### src/common/cpu_defs_pkg.sv
package cpu_defs_pkg;

    // byte address and word address widths
    localparam int PC_W     = 32;
    localparam int WPC_W    = 30;            // pc[31:2], used for tags and stored targets
    localparam int WORD_LSB = PC_W - WPC_W;  // byte offset bits dropped from a word addr

    // register operand width for branch compares
    localparam int DATA_W = 32;

    // direct-mapped table, index is pc[9:2]
    localparam int IDX_W     = 8;
    localparam int BPU_DEPTH = 1 << IDX_W;   // 256 entries

    // sequential fetch step
    localparam logic [PC_W-1:0] SEQ_STEP = 32'd4;

    // not-taken path of a branch jumps past its delay slot
    localparam logic [PC_W-1:0] DS_STEP = 32'd8;

    // boot vector, kseg1 rom
    localparam logic [PC_W-1:0] RESET_PC = 32'hbfc00000;

endpackage

### src/common/branch_pkg.sv
package branch_pkg;

    // opcode field width, trace column is read with this
    localparam int BR_OP_W = 3;

    // resolved branch kinds seen by the execute stage
    // compares are on signed register values
    typedef enum logic [BR_OP_W-1:0] {
        BR_BEQ  = 3'd0,  // rs == rt
        BR_BNE  = 3'd1,  // rs != rt
        BR_BLEZ = 3'd2,  // rs <= 0
        BR_BGTZ = 3'd3,  // rs > 0
        BR_BLTZ = 3'd4,  // rs < 0
        BR_BGEZ = 3'd5,  // rs >= 0
        BR_J    = 3'd6   // unconditional
    } br_op_t;

    // 3'd7 is unused and resolves as not taken

endpackage

### src/verilog/branch_resolve.sv
`timescale 1ns/1ps

module branch_resolve (
    input  logic                            res_valid,    // one resolved branch this cycle
    input  logic [cpu_defs_pkg::PC_W-1:0]   res_pc,       // branch byte addr
    input  branch_pkg::br_op_t              res_op,
    input  logic [cpu_defs_pkg::DATA_W-1:0] rs_val,
    input  logic [cpu_defs_pkg::DATA_W-1:0] rt_val,
    input  logic [cpu_defs_pkg::PC_W-1:0]   res_target,   // taken addr
    input  logic [cpu_defs_pkg::PC_W-1:0]   res_pred_pc,  // what fetch went to after it
    output logic                            mispredict,
    output logic [cpu_defs_pkg::PC_W-1:0]   redirect_pc,  // real next pc
    output logic                            bpu_w_en,
    output logic [cpu_defs_pkg::WPC_W-1:0]  tag_pc,
    output logic [cpu_defs_pkg::WPC_W-1:0]  next_pc
);

    // operands viewed as two's complement
    logic signed [cpu_defs_pkg::DATA_W-1:0] rs_s;
    logic signed [cpu_defs_pkg::DATA_W-1:0] rt_s;

    logic                          taken;
    logic [cpu_defs_pkg::PC_W-1:0] fall_pc;  // not-taken path

    assign rs_s = rs_val;
    assign rt_s = rt_val;

    // condition per opcode, all compares signed
    always_comb begin
        case (res_op)
            branch_pkg::BR_BEQ: begin
                taken = (rs_s == rt_s);
            end
            branch_pkg::BR_BNE: begin
                taken = (rs_s != rt_s);
            end
            branch_pkg::BR_BLEZ: begin
                taken = (rs_s <= 0);
            end
            branch_pkg::BR_BGTZ: begin
                taken = (rs_s > 0);
            end
            branch_pkg::BR_BLTZ: begin
                taken = (rs_s < 0);
            end
            branch_pkg::BR_BGEZ: begin
                taken = (rs_s >= 0);
            end
            branch_pkg::BR_J: begin
                taken = 1'b1;  // jumps always go
            end
            default: begin
                taken = 1'b0;  // spare encoding
            end
        endcase
    end

    // not taken skips the delay slot, so pc + 8
    assign fall_pc     = res_pc + cpu_defs_pkg::DS_STEP;
    assign redirect_pc = taken ? res_target : fall_pc;

    // wrong guess only matters when a branch is really there
    assign mispredict = res_valid && (redirect_pc != res_pred_pc);
    assign bpu_w_en   = mispredict;  // table learns on every miss

    // word addrs for the table, sliced once here
    assign tag_pc  = res_pc[cpu_defs_pkg::PC_W-1:cpu_defs_pkg::WORD_LSB];
    assign next_pc = redirect_pc[cpu_defs_pkg::PC_W-1:cpu_defs_pkg::WORD_LSB];

endmodule

### config.mk
export PLATFORM = sky130hd
export DESIGN_NAME = branch_resolve
export DESIGN_NICKNAME = d
export VERILOG_FILES = /design/src/common/cpu_defs_pkg.sv /design/src/common/branch_pkg.sv /design/src/verilog/branch_resolve.sv
export SDC_FILE = /design/constraint.sdc
export NUM_CORES = 1
export LEC_CHECK = 0
export BUFFER_PORTS_ARGS = -buffer_cell sky130_fd_sc_hd__buf_2
export CAP_MARGIN = 0
export CORE_AREA = 3 3 98 100
export DETAILED_ROUTE_END_ITERATION = 10
export DIE_AREA = 0 0 101 103
export GPL_TIMING_DRIVEN = 0
export PLACE_DENSITY = 0.79
export SLEW_MARGIN = 20
export SYNTH_ARGS = -nofsm -noshare
export SYNTH_HDL_FRONTEND = slang
export SYNTH_SLANG_ARGS = --single-unit
### constraint.sdc
create_clock -name vclk -period 3.8
set_input_delay 0.19 -clock vclk [all_inputs]
set_output_delay 0.19 -clock vclk [all_outputs]
set_load 0.005 [all_outputs]
==> summary.md <==
| Metric | Value |
|---|---|
| Crit path DAT | roughly 3400 ps |
| Slew Viols, Final | 0 |
| Final WS setup | roughly 230 ps |
| Switching power | about 0.28 mW |
| Max Freq | between 0.2 and 0.3 GHz |
| Core area | just under 9000 sq um |
| Slew margin rel. | a little under half |
| Met1 usage | 24.8% |
| GRT Max-Usage Layer | met2 |
| Seq_cells | 0 |
| CP Launch Type | input pin |
| Area Growth Syn to Fin | 56.6% |
| Die ar. | about 10000 sq um |
| GR Util met3 | about 2.1% |
| Gr usage total | 21.1% |
| Mapped Cells | just under 400 |
| Buffers on Ports | 258 |
| FF+latch area | 0 sq um |
| Critical Path End Type | output pin |
| Slowest cell on the critical path | a2111oi_0 |
| Worst-Margin Slew | a little under 800 ps |
| Die X | around 100 microns |
| Hpwl dp | ~11000 microns |
| Synth cell types | 48 |
| Hold Path Class | input pin to output pin |
| WL final | 12200 microns |
| Crit path required time | 3610 ps |
| Pin count of the biggest net entering global routing | 11 |
| Clock buf count | 0 |
| Fin Setup TNS | 0 ps |
| Dpl cells | 760 |
| Met2 Usage GRT | 41.6% |
| Synth area leaders | xnor2_1, buf_4, xor2_1, nor2_1, nand4_1 |
| First-pass GRT wire length | roughly 17000 microns |
| Die H | ~100 microns |
| Cell taking the most area after synthesis | xnor2_1 |
| Cell with the most instances after synthesis | xnor2_1 |
| Clock power share | 0% |
| Crit path cell chain | buf_2 -> ha_1 -> nand4_1 -> buf_4 -> nor4_4 -> nand3_1 -> xnor2_1 -> xor2_1 -> a2111oi_0 -> a41oi_1 -> a211o_1 -> o41a_1 -> buf_4 -> buf_2 |
| Initial antenna violation count | 0 |
| Final Non-Filler Cells | roughly 770 |
| Outcome | complete, no violations |
| Total iterations of the first detailed-routing run | 4 |
| Cell Area, Synth | between 2000 and 3000 sq um |
| DRC violations left | 0 |
| Final Cycle Share | between 90% and 100% |
| Pwr/cell area | around 140 nW/um^2 |
| Net Sw Frac | about half |
| Yosys Warn Count | 0 |
| Slowest stage delay, CP | around 420 ps |
| Row Count | 34 |
| Max VDD drop | 0.0620 mV |
| Share of the synthesized area in the top cell type | 22.1% |
| Pre-CTS WS | -283 ps |
| Int Power | 0.298 mW |
| Antenna cells | 0 |
| Routability congestion estimate | about 0.88 |
| Most instantiated cells after synthesis | xnor2_1, buf_4, nor2_1 |
| Overflow after GRT | 0 |
| # IOs | approximately 260 |
| Combinational Power Share | 100.0% |
| Register area share after synthesis | 0% |
| Initial core utilization | a little under 30% |
| Critical path peak fanout | 6 |
| Post-Syn Nets | between 500 and 600 |
| Nets | between 800 and 900 |
| Number of global-route vias before repair | roughly 3.5k |
| Critical Setup Path Class | input pin to output pin |
| Final setup vio count | 0 |
| LEAKAGE | around 2.1 nW |
| DRT iter0 DRCs | roughly 120 |
| Share of cells above drive strength 1 | around half |
| Routed len/inst | around 16 microns |
| RSZ-0062 raised after global routing | no |
| Post-DRT Antenna Nets | 0 |
| Fin. Hold Viols | 0 |
| Vias | around 3.7k |
| Period minus WS final | roughly 3600 ps |
| Max Cap Viol | 0 |
| Vias per std cell | between 4 and 5 |
| Seq pwr share | 0% |
| CP endpoint | mispredict |
| Syn avg cell area | 6.63 sq um |
| Crit path from | res_pc[3] |
-- cells in the final DEF (no fill, tap or decap), types with 2 or more instances in the layout --
cell and instances:
o22ai_1 8, nor4_1 16, nor3_1 9, mux2i_1 2, o21ai_0 6, nor4_2 2
inv_1 27, a21oi_1 3, buf_2 258, nand3_1 17, a2111oi_0 2, and3_1 3
xor2_1 25, a211o_1 2, xnor2_1 66, clkbuf_1 3, nor2_1 58, nand2_1 23
a221oi_1 4, nand4_1 20, o2bb2ai_1 2, o211ai_1 2, mux2_2 5, a2bb2oi_1 3
buf_4 66
-- cells by family after synthesis --
logic type	count (synthesis)	share of synthesized area, %
and+or+nand+nor	157	30.2
muxes	7	2.92
adders and majority gates	1	0.479
xor gates and xnor gates	91	30.5
buffers and inverters	95	23.1
AOI/OAI and AO/OA	43	12.8
-- per-layer routing --
metal  vias up  wire length (microns)
met2       206                   6280
met1      1653                   4710
met5         -                      0
li1       1839                      -
met3        12                   1070
met4         0                    170
-- power by group through the flow --
stage                     combinational, mW  clock, mW  sequential [mW]
after floorplan                       0.295          0                0
after global placement                0.577          0                0
after detailed placement              0.581          0                0
after CTS                             0.584          0                0
after global routing                  0.636          0                0
final                                 0.579          0                0
-- area by class of cell --
class | instances | area [sq um]
Fill cell | 947 | 4670
Multi-Input combinational cell | 299 | 2030
Timing Repair Buffer | 263 | 1330
Buffer | 67 | 498
Tap cell | 108 | 135
Inverter | 28 | 105
-- how the worst min path moves through the flow --
stage                          start        endpoint  slack, ps  depth (start not counted)
after floorplan            res_pc[2]       tag_pc[0]        460                          1
after CTS                 res_pc[31]      tag_pc[29]        670                          3
after detailed placement  res_pc[31]      tag_pc[29]        670                          3
after global placement     res_pc[1]  redirect_pc[1]        660                          4
after global routing      res_pc[31]      tag_pc[29]        690                          3
final                     res_pc[31]      tag_pc[29]        660                          3
-- timing repair --
action / in CTS / in global routing
hold buffers: 0 / 0
resized for setup: 1 / 1
setup endpoints to repair: 2 / 2
buffers inserted: 0 / 5
pin swaps: 0 / 2
-- through the flow --
stage          area, sq um  hold WS (ps)  power [mW]  util, %
2_1_floorplan         2610           461       0.295        -
3_3_place_gp          4040           665       0.577     46.1
3_5_place_dp          4040           665       0.581     46.1
4_1_cts               4050           666       0.584     46.2
5_1_grt               4090           687       0.636     46.7
6_report              4090           663       0.579     46.7
-- worst max-delay path, delay by kind of cell --
family	cells	cell delay (ps)
compound gates	4	1350
fa+ha+maj	1	240
buf+inv	4	620
xor+xnor	2	350
simple gates	3	630
Note: power is estimated with default switching activity, not from simulation.
