$ cat src/common/cpu_defs_pkg.sv
package cpu_defs_pkg;

    // byte address and word address widths
    localparam int PC_W     = 32;
    localparam int WPC_W    = 30;            // pc[31:2], used for tags and stored targets
    localparam int WORD_LSB = PC_W - WPC_W;  // byte offset bits dropped from a word addr

    // register operand width for branch compares
    localparam int DATA_W = 32;

    // direct-mapped table, index is pc[9:2]
    localparam int IDX_W     = 8;
    localparam int BPU_DEPTH = 1 << IDX_W;   // 256 entries

    // sequential fetch step
    localparam logic [PC_W-1:0] SEQ_STEP = 32'd4;

    // not-taken path of a branch jumps past its delay slot
    localparam logic [PC_W-1:0] DS_STEP = 32'd8;

    // boot vector, kseg1 rom
    localparam logic [PC_W-1:0] RESET_PC = 32'hbfc00000;

endpackage

$ cat src/verilog/pc_gen.sv
`timescale 1ns/1ps

module pc_gen (
    input  logic                          clk,
    input  logic                          rst,
    input  logic                          mispredict,    // redirect request from resolve
    input  logic [cpu_defs_pkg::PC_W-1:0] redirect_pc,   // corrected next pc
    input  logic [cpu_defs_pkg::PC_W-1:0] predicted_pc,  // from bpu lookup
    output logic [cpu_defs_pkg::PC_W-1:0] fetch_pc
);

    logic [cpu_defs_pkg::PC_W-1:0] pc_next;

    // redirect wins over the prediction
    // stall hold would be added here as a third source
    always_comb begin
        if (mispredict) begin
            pc_next = redirect_pc;
        end else begin
            pc_next = predicted_pc;
        end
    end

    // the only rising-edge state on the fetch side
    always_ff @(posedge clk) begin
        if (rst) begin
            fetch_pc <= cpu_defs_pkg::RESET_PC;  // boot vector
        end else begin
            fetch_pc <= pc_next;
        end
    end

endmodule

$ cat config.mk
export PLATFORM = sky130hd
export DESIGN_NAME = pc_gen
export DESIGN_NICKNAME = d
export VERILOG_FILES = /design/src/common/cpu_defs_pkg.sv /design/src/verilog/pc_gen.sv
export SDC_FILE = /design/constraint.sdc
export NUM_CORES = 1
export LEC_CHECK = 0
export ABC_AREA = 0
export BUFFER_PORTS_ARGS = -buffer_cell sky130_fd_sc_hd__clkbuf_2
export CAP_MARGIN = 10
export CELL_PAD_IN_SITES_DETAIL_PLACEMENT = 0
export CELL_PAD_IN_SITES_GLOBAL_PLACEMENT = 2
export CORE_AREA = 4 4 70 98
export CTS_CLUSTER_SIZE = 8
export DETAILED_ROUTE_END_ITERATION = 16
export DIE_AREA = 0 0 74 102
export PLACE_DENSITY_LB_ADDON = 0.1
export SLEW_MARGIN = 10
export SYNTH_ARGS = -nofsm -noshare
export SYNTH_HDL_FRONTEND = slang
export SYNTH_SLANG_ARGS = --single-unit
$ cat constraint.sdc
create_clock -name clk -period 0.8 [get_ports clk]
set_input_delay 0.16 -clock clk [delete_from_list [all_inputs] [get_ports clk]]
set_output_delay 0.16 -clock clk [all_outputs]
set_load 0.05 [all_outputs]
==> results of run 1 <==
## power groups by stage
stage                     Clock, uW  Combinational, uW  Sequential (uW)
final                          1280               1220             1800
after global routing           1430               1290             1800
after CTS                      1370               1210             1780
after detailed placement          0                914             1760
after global placement            0                912             1770
after floorplan                   0                226             2150
## through the flow
| step | setup WS (ps) | std cells |
|---|---|---|
| floorplan | 27.9 | 103 |
| global placement | -184 | 271 |
| detailed placement | -204 | 271 |
| CTS | -153 | 279 |
| global route | -175 | 279 |
| finish | -132 | 279 |
## layout make-up
class                      instances  area share (%)
sequential                        32            28.6
multi-input combinational         64            19.3
timing repair buffer             103            44.6
clock buffer                       8            3.78
tap                               72            3.78
## cells by family (layout without fill, tap and decap cells)
family / Yosys count / count (layout) / share of synthesized area (%)
buffers and inverters: 7 / 111 / 6.59
DFF: 32 / 32 / 54.4
muxes: 23 / 23 / 19.6
and+or+nand+nor: 32 / 32 / 12.8
AOI/OAI and AO/OA: 9 / 9 / 6.70
## how the worst max path moves through the flow
stage	end	slack, ps	depth (start not counted)
after floorplan	fetch_pc[22]	30	3
after global placement	fetch_pc[2]	-180	4
after detailed placement	fetch_pc[14]	-200	4
after CTS	fetch_pc[23]	-150	1
after global routing	fetch_pc[29]	-170	1
final	fetch_pc[30]	-130	1
## layer usage
metal	vias up	share of wire (%)
met3	4	15
li1	550	-
met4	0	1.2
met5	-	0
met2	70	48
met1	464	36
## what timing repair did
item,4_1_cts,5_1_grt
endpoints found under the setup margin,32,32
hold buffers,0,0
pin swaps,0,0
gates resized for setup,109,19
## layout by cell type (no fill, tap or decap)
| cell | n |
|---|---|
| a211o_1 | 9 |
| and2b_1 | 3 |
| and2b_4 | 1 |
| buf_12 | 2 |
| buf_4 | 3 |
| buf_8 | 13 |
| clkbuf_1 | 2 |
| clkbuf_16 | 19 |
| clkbuf_2 | 66 |
| clkbuf_8 | 6 |
| dfxtp_2 | 32 |
| mux2i_1 | 23 |
| nor2_1 | 23 |
| nor2b_1 | 5 |
==> flow_summary.yaml, run 1 <==
outcome:
  status: "finished with violations"
  failed_checks: "negative setup slack"
power_and_ir_drop:
  power_frac_clock_pct: 29.7
  peakVddDrop_mv: 0.662
  p_comb_share_pct: 28.5
  p_int_uw: 3060
  power_uw: 4290
  power_switching_uw: 1240
  powerDensity_nw_per_um2: 1800
  swShare_pct: 28.8
  leakage_uw: 0.00120
  seqPwrFrac_pct: 41.8
logic_synthesis:
  yosysMostFrequentCell: "dfxtp_1"
  synthDistinctLibCells: 11
  ys_warn_count: 0
  synth_common_cells: "dfxtp_1 (32), mux2i_1 (23), nor2_1 (23), a211o_1 (9), nor2b_1 (5)"
  synth_edf_count: 0
  synth_top_area_share_pct: 54.4
  avgSynthCellArea_um2: 11.4
  synth_fp_nets: 170
  syn_inst: 103
  ys_seq_area_share_pct: 54.4
  ys_ff_latch: 32
  synth_ff_type: "dfxtp_1"
  yosysTopAreaCell: "dfxtp_1"
  syn_area_um2: 1180
  yosys-top-cells-area: "dfxtp_1 (54%), mux2i_1 (20%), nor2_1 (7.3%), a211o_1 (6.7%), buf_12 (3.4%)"
  synthArstFlopShare_pct: 0
critical_path:
  crit_chain: "clkbuf_16"
  cp.required_ps: 640
  cpPeakStageDelay_ps: 340
  endpoint_kind: "primary output"
  cp_max_fo: 1
  crit_buf_inv: 1
  cp.arrival_ps: 770
  start_kind: "flip-flop"
  startpoint: "fetch_pc[30]"
  crit_family: "flip-flops"
  cpMaxStageDelayCell: "dfxtp_2"
  crit_type: "reg2out"
clock_network:
  cts_tree: "yes"
  htreeDepth: 2
  clk_pin_slew_ps: 70
  post_cts_buffers: 0
  cts_buffer_depth: 2
  cts_made_buffers: 5
  cts_root_buf: "clkbuf_8"
  clock_sinks: 32
global_route:
  grt_util_met1_pct: 9.05
  use_met2_pct: 15.3
  grt.total_usage_pct: 9.18
  grt-busiest-layer: "met2"
  grt_overflow_total: 0
  grt_util_met3_pct: 5.71
  grt_max_degree: 19
  grt_first_pass_wirelength_mm: 5.17
  antenna_found_initial: 0
  grt_pass1_vias: 1154
min_path:
  hp-start: "redirect_pc[22]"
  whs_endpoint: "fetch_pc[22]"
  hp-class: "in2reg"
  whs_path_depth: 2
final_layout:
  stdcell_area_um2: 2380
  diodes: 0
  top_regs: "fetch_pc (32)"
  largest_register_ffs: 32
  regArea_um2: 681
  drive_gt1_share_pct: 68.6
  fill_cells: 600
  fin_util_pct: 39.2
  regMostFlops: "fetch_pc"
  multi_input_area_um2: 459
  syn2layout_area_growth_pct: 102
  nets: 273
sta:
  period_share_pct: 117
  hold_violations: 0
  drv_slew: 0
  hold-worst-slack_ps: 89.0
  setup_tns_ps: -3700
  relSlewSlack_pct: 82.2
  period_minus_slack_ps: 932
  finalWorstSetupSlack_ps: -132
  rsz0062_at_grt: "true"
  setup_viol: 32
  fmax_ghz: 1.07
  tightest_slew_ps: 268
route:
  wl_per_cell_um: 12.5
  via_per_inst: 3.90
  postRouteAntennaNets: 0
  drt_iter0_markers: 26
  wirelength_mm: 3.48
  drc: 0
  vias: 1088
  firstDrtPassIters: 3
floorplan:
  core_um2: 6080
  rows: 34
  die_x_um: 74
  ios: 99
  dieArea_um2: 7550
  start_util_pct: 19.4
  die_h_um: 102
placed_design:
  placed_area_um2: 1740
  gp_congestion: 0.712
  portBuffers: 98
  place_hpwl_mm: 2.65
job:
  drv_cap: 0
Note: power is estimated with default switching activity, not from simulation.
==> run 2: changes to the inputs <==
--- a/config.mk
+++ b/config.mk
@@ -10,10 +10,10 @@
 export CAP_MARGIN = 10
 export CELL_PAD_IN_SITES_DETAIL_PLACEMENT = 0
 export CELL_PAD_IN_SITES_GLOBAL_PLACEMENT = 2
-export CORE_AREA = 4 4 70 98
+export CORE_AREA = 4 4 82 84
 export CTS_CLUSTER_SIZE = 8
 export DETAILED_ROUTE_END_ITERATION = 16
-export DIE_AREA = 0 0 74 102
+export DIE_AREA = 0 0 86 88
 export PLACE_DENSITY_LB_ADDON = 0.1
 export SLEW_MARGIN = 10
 export SYNTH_ARGS = -nofsm -noshare
==> run 2 against run 1 <==
Net effect: the run still ends with negative setup slack left; sequential power is essentially flat; global-route usage up 0.26 points; utilization up 1.3 points; non-clock buffer count unchanged; die area increased by 0.26%; first-iteration DRC count decreased by 65%; clock-buffer cell count stayed put; fmax is 0.29% lower; critical path type unchanged; largest cell class unchanged; highest routed layer unchanged.
==> flow_summary.yaml, run 2 (synthesized netlist as in run 1, its figures left out) <==
outcome:
  status: "finished with violations"
  failed_checks: "negative setup slack"
floorplan:
  start_util_pct: 19.9
  rows: 28
  die_h_um: 88
  dieArea_um2: 7570
  core_um2: 5920
  ios: 99
  die_x_um: 86
critical_path:
  crit_type: "reg2out"
  crit_buf_inv: 1
  crit_family: "flip-flops"
  cpMaxStageDelayCell: "dfxtp_2"
  endpoint_kind: "primary output"
  cp_max_fo: 1
  start_kind: "flip-flop"
  cp.arrival_ps: 780
  crit_chain: "clkbuf_16"
  cp.required_ps: 640
  cpPeakStageDelay_ps: 340
sta:
  relSlewSlack_pct: 81.9
  rsz0062_at_grt: "true"
  setup_tns_ps: -3760
  hold_violations: 0
  drv_slew: 0
  period_share_pct: 117
  setup_viol: 32
  finalWorstSetupSlack_ps: -135
  period_minus_slack_ps: 935
  fmax_ghz: 1.07
  tightest_slew_ps: 271
clock_network:
  cts_buffer_depth: 2
  cts_made_buffers: 5
  cts_root_buf: "clkbuf_8"
  clock_sinks: 32
  htreeDepth: 2
  clk_pin_slew_ps: 70
  cts_tree: "yes"
  hold_buffers: 0
placed_design:
  gp_congestion: 0.722
  placed_area_um2: 1750
  portBuffers: 98
  numPlacedInstances: 274
  place_hpwl_mm: 2.63
global_route:
  grt_max_degree: 23
  grt_overflow_total: 0
  grt_pass1_vias: 1210
  grt.total_usage_pct: 9.45
  grt_first_pass_wirelength_mm: 5.45
  antenna_found_initial: 0
final_layout:
  stdcell_area_um2: 2400
  top_regs: "fetch_pc (32)"
  fin_cells: 282
  layout_common_cells: "clkbuf_2 (66), dfxtp_2 (32), mux2i_1 (23), nor2_1 (23), clkbuf_16 (20)"
  final_common_cell: "clkbuf_2"
  largest_register_ffs: 32
  fin_util_pct: 40.5
  regMostFlops: "fetch_pc"
  drive_gt1_share_pct: 68.6
  diodes: 0
  nets: 273
  syn2layout_area_growth_pct: 104
power_and_ir_drop:
  power_switching_uw: 1230
  peakVddDrop_mv: 0.761
  seqPwrFrac_pct: 41.9
  swShare_pct: 28.6
  p_comb_share_pct: 28.5
  power_frac_clock_pct: 29.6
  power_uw: 4290
  powerDensity_nw_per_um2: 1790
  p_int_uw: 3060
  leakage_uw: 0.00120
route:
  wirelength_mm: 3.47
  via_per_inst: 3.93
  postRouteAntennaNets: 0
  vias: 1108
  drt_iter0_markers: 9
  firstDrtPassIters: 4
  wl_per_cell_um: 12.3
  drc: 0
job:
  drv_cap: 0
min_path:
  hp-class: "in2reg"
run 2: final cells by class:
cell class	count	area, um2
multi-input cells	64	459
flip-flops and latches	32	681
repair buffers	103	1070
fillers	587	3520
clock buffers	8	90.1
well taps	75	93.8
run 2: metal layers:
layer	track usage (%)	routed length [um]	up-vias	part of all wire, %
met5	0	0	-	0
met4	3.45	34	0	0.98
met3	4.70	425	4	12
met2	16.4	1730	62	50
met1	9.86	1280	491	37
li1	-	-	551	-
run 2: worst paths after layout:
path                             from            to  slack [ps]  cells after the start
worst max-delay path     fetch_pc[28]  fetch_pc[28]        -140                      1
worst min-delay path  redirect_pc[25]  fetch_pc[25]          90                      2
run 2: metrics by stage:
stage / setup slack [ps] / hold WS, ps
after floorplan: 27.9 / 259
after global placement: -142 / 369
after detailed placement: -171 / 373
after CTS: -154 / 76.3
after global routing: -173 / 83.8
final: -135 / 88.0
run 2: what timing repair did:
action,CTS,global route
gates resized for setup,113,15
setup endpoints to repair,32,32
buffers inserted,0,0
pin swaps,0,0
endpoints found under the hold margin,0,0
gates cloned,0,0
run 2: power by group through the flow:
stage          registers (uW)  logic [uW]  clock network [uW]
6_report                 1800        1220                1270
5_1_grt                  1810        1290                1420
4_1_cts                  1790        1220                1350
3_5_place_dp             1770         913                   0
3_3_place_gp             1760         905                   0
2_1_floorplan            2150         226                   0
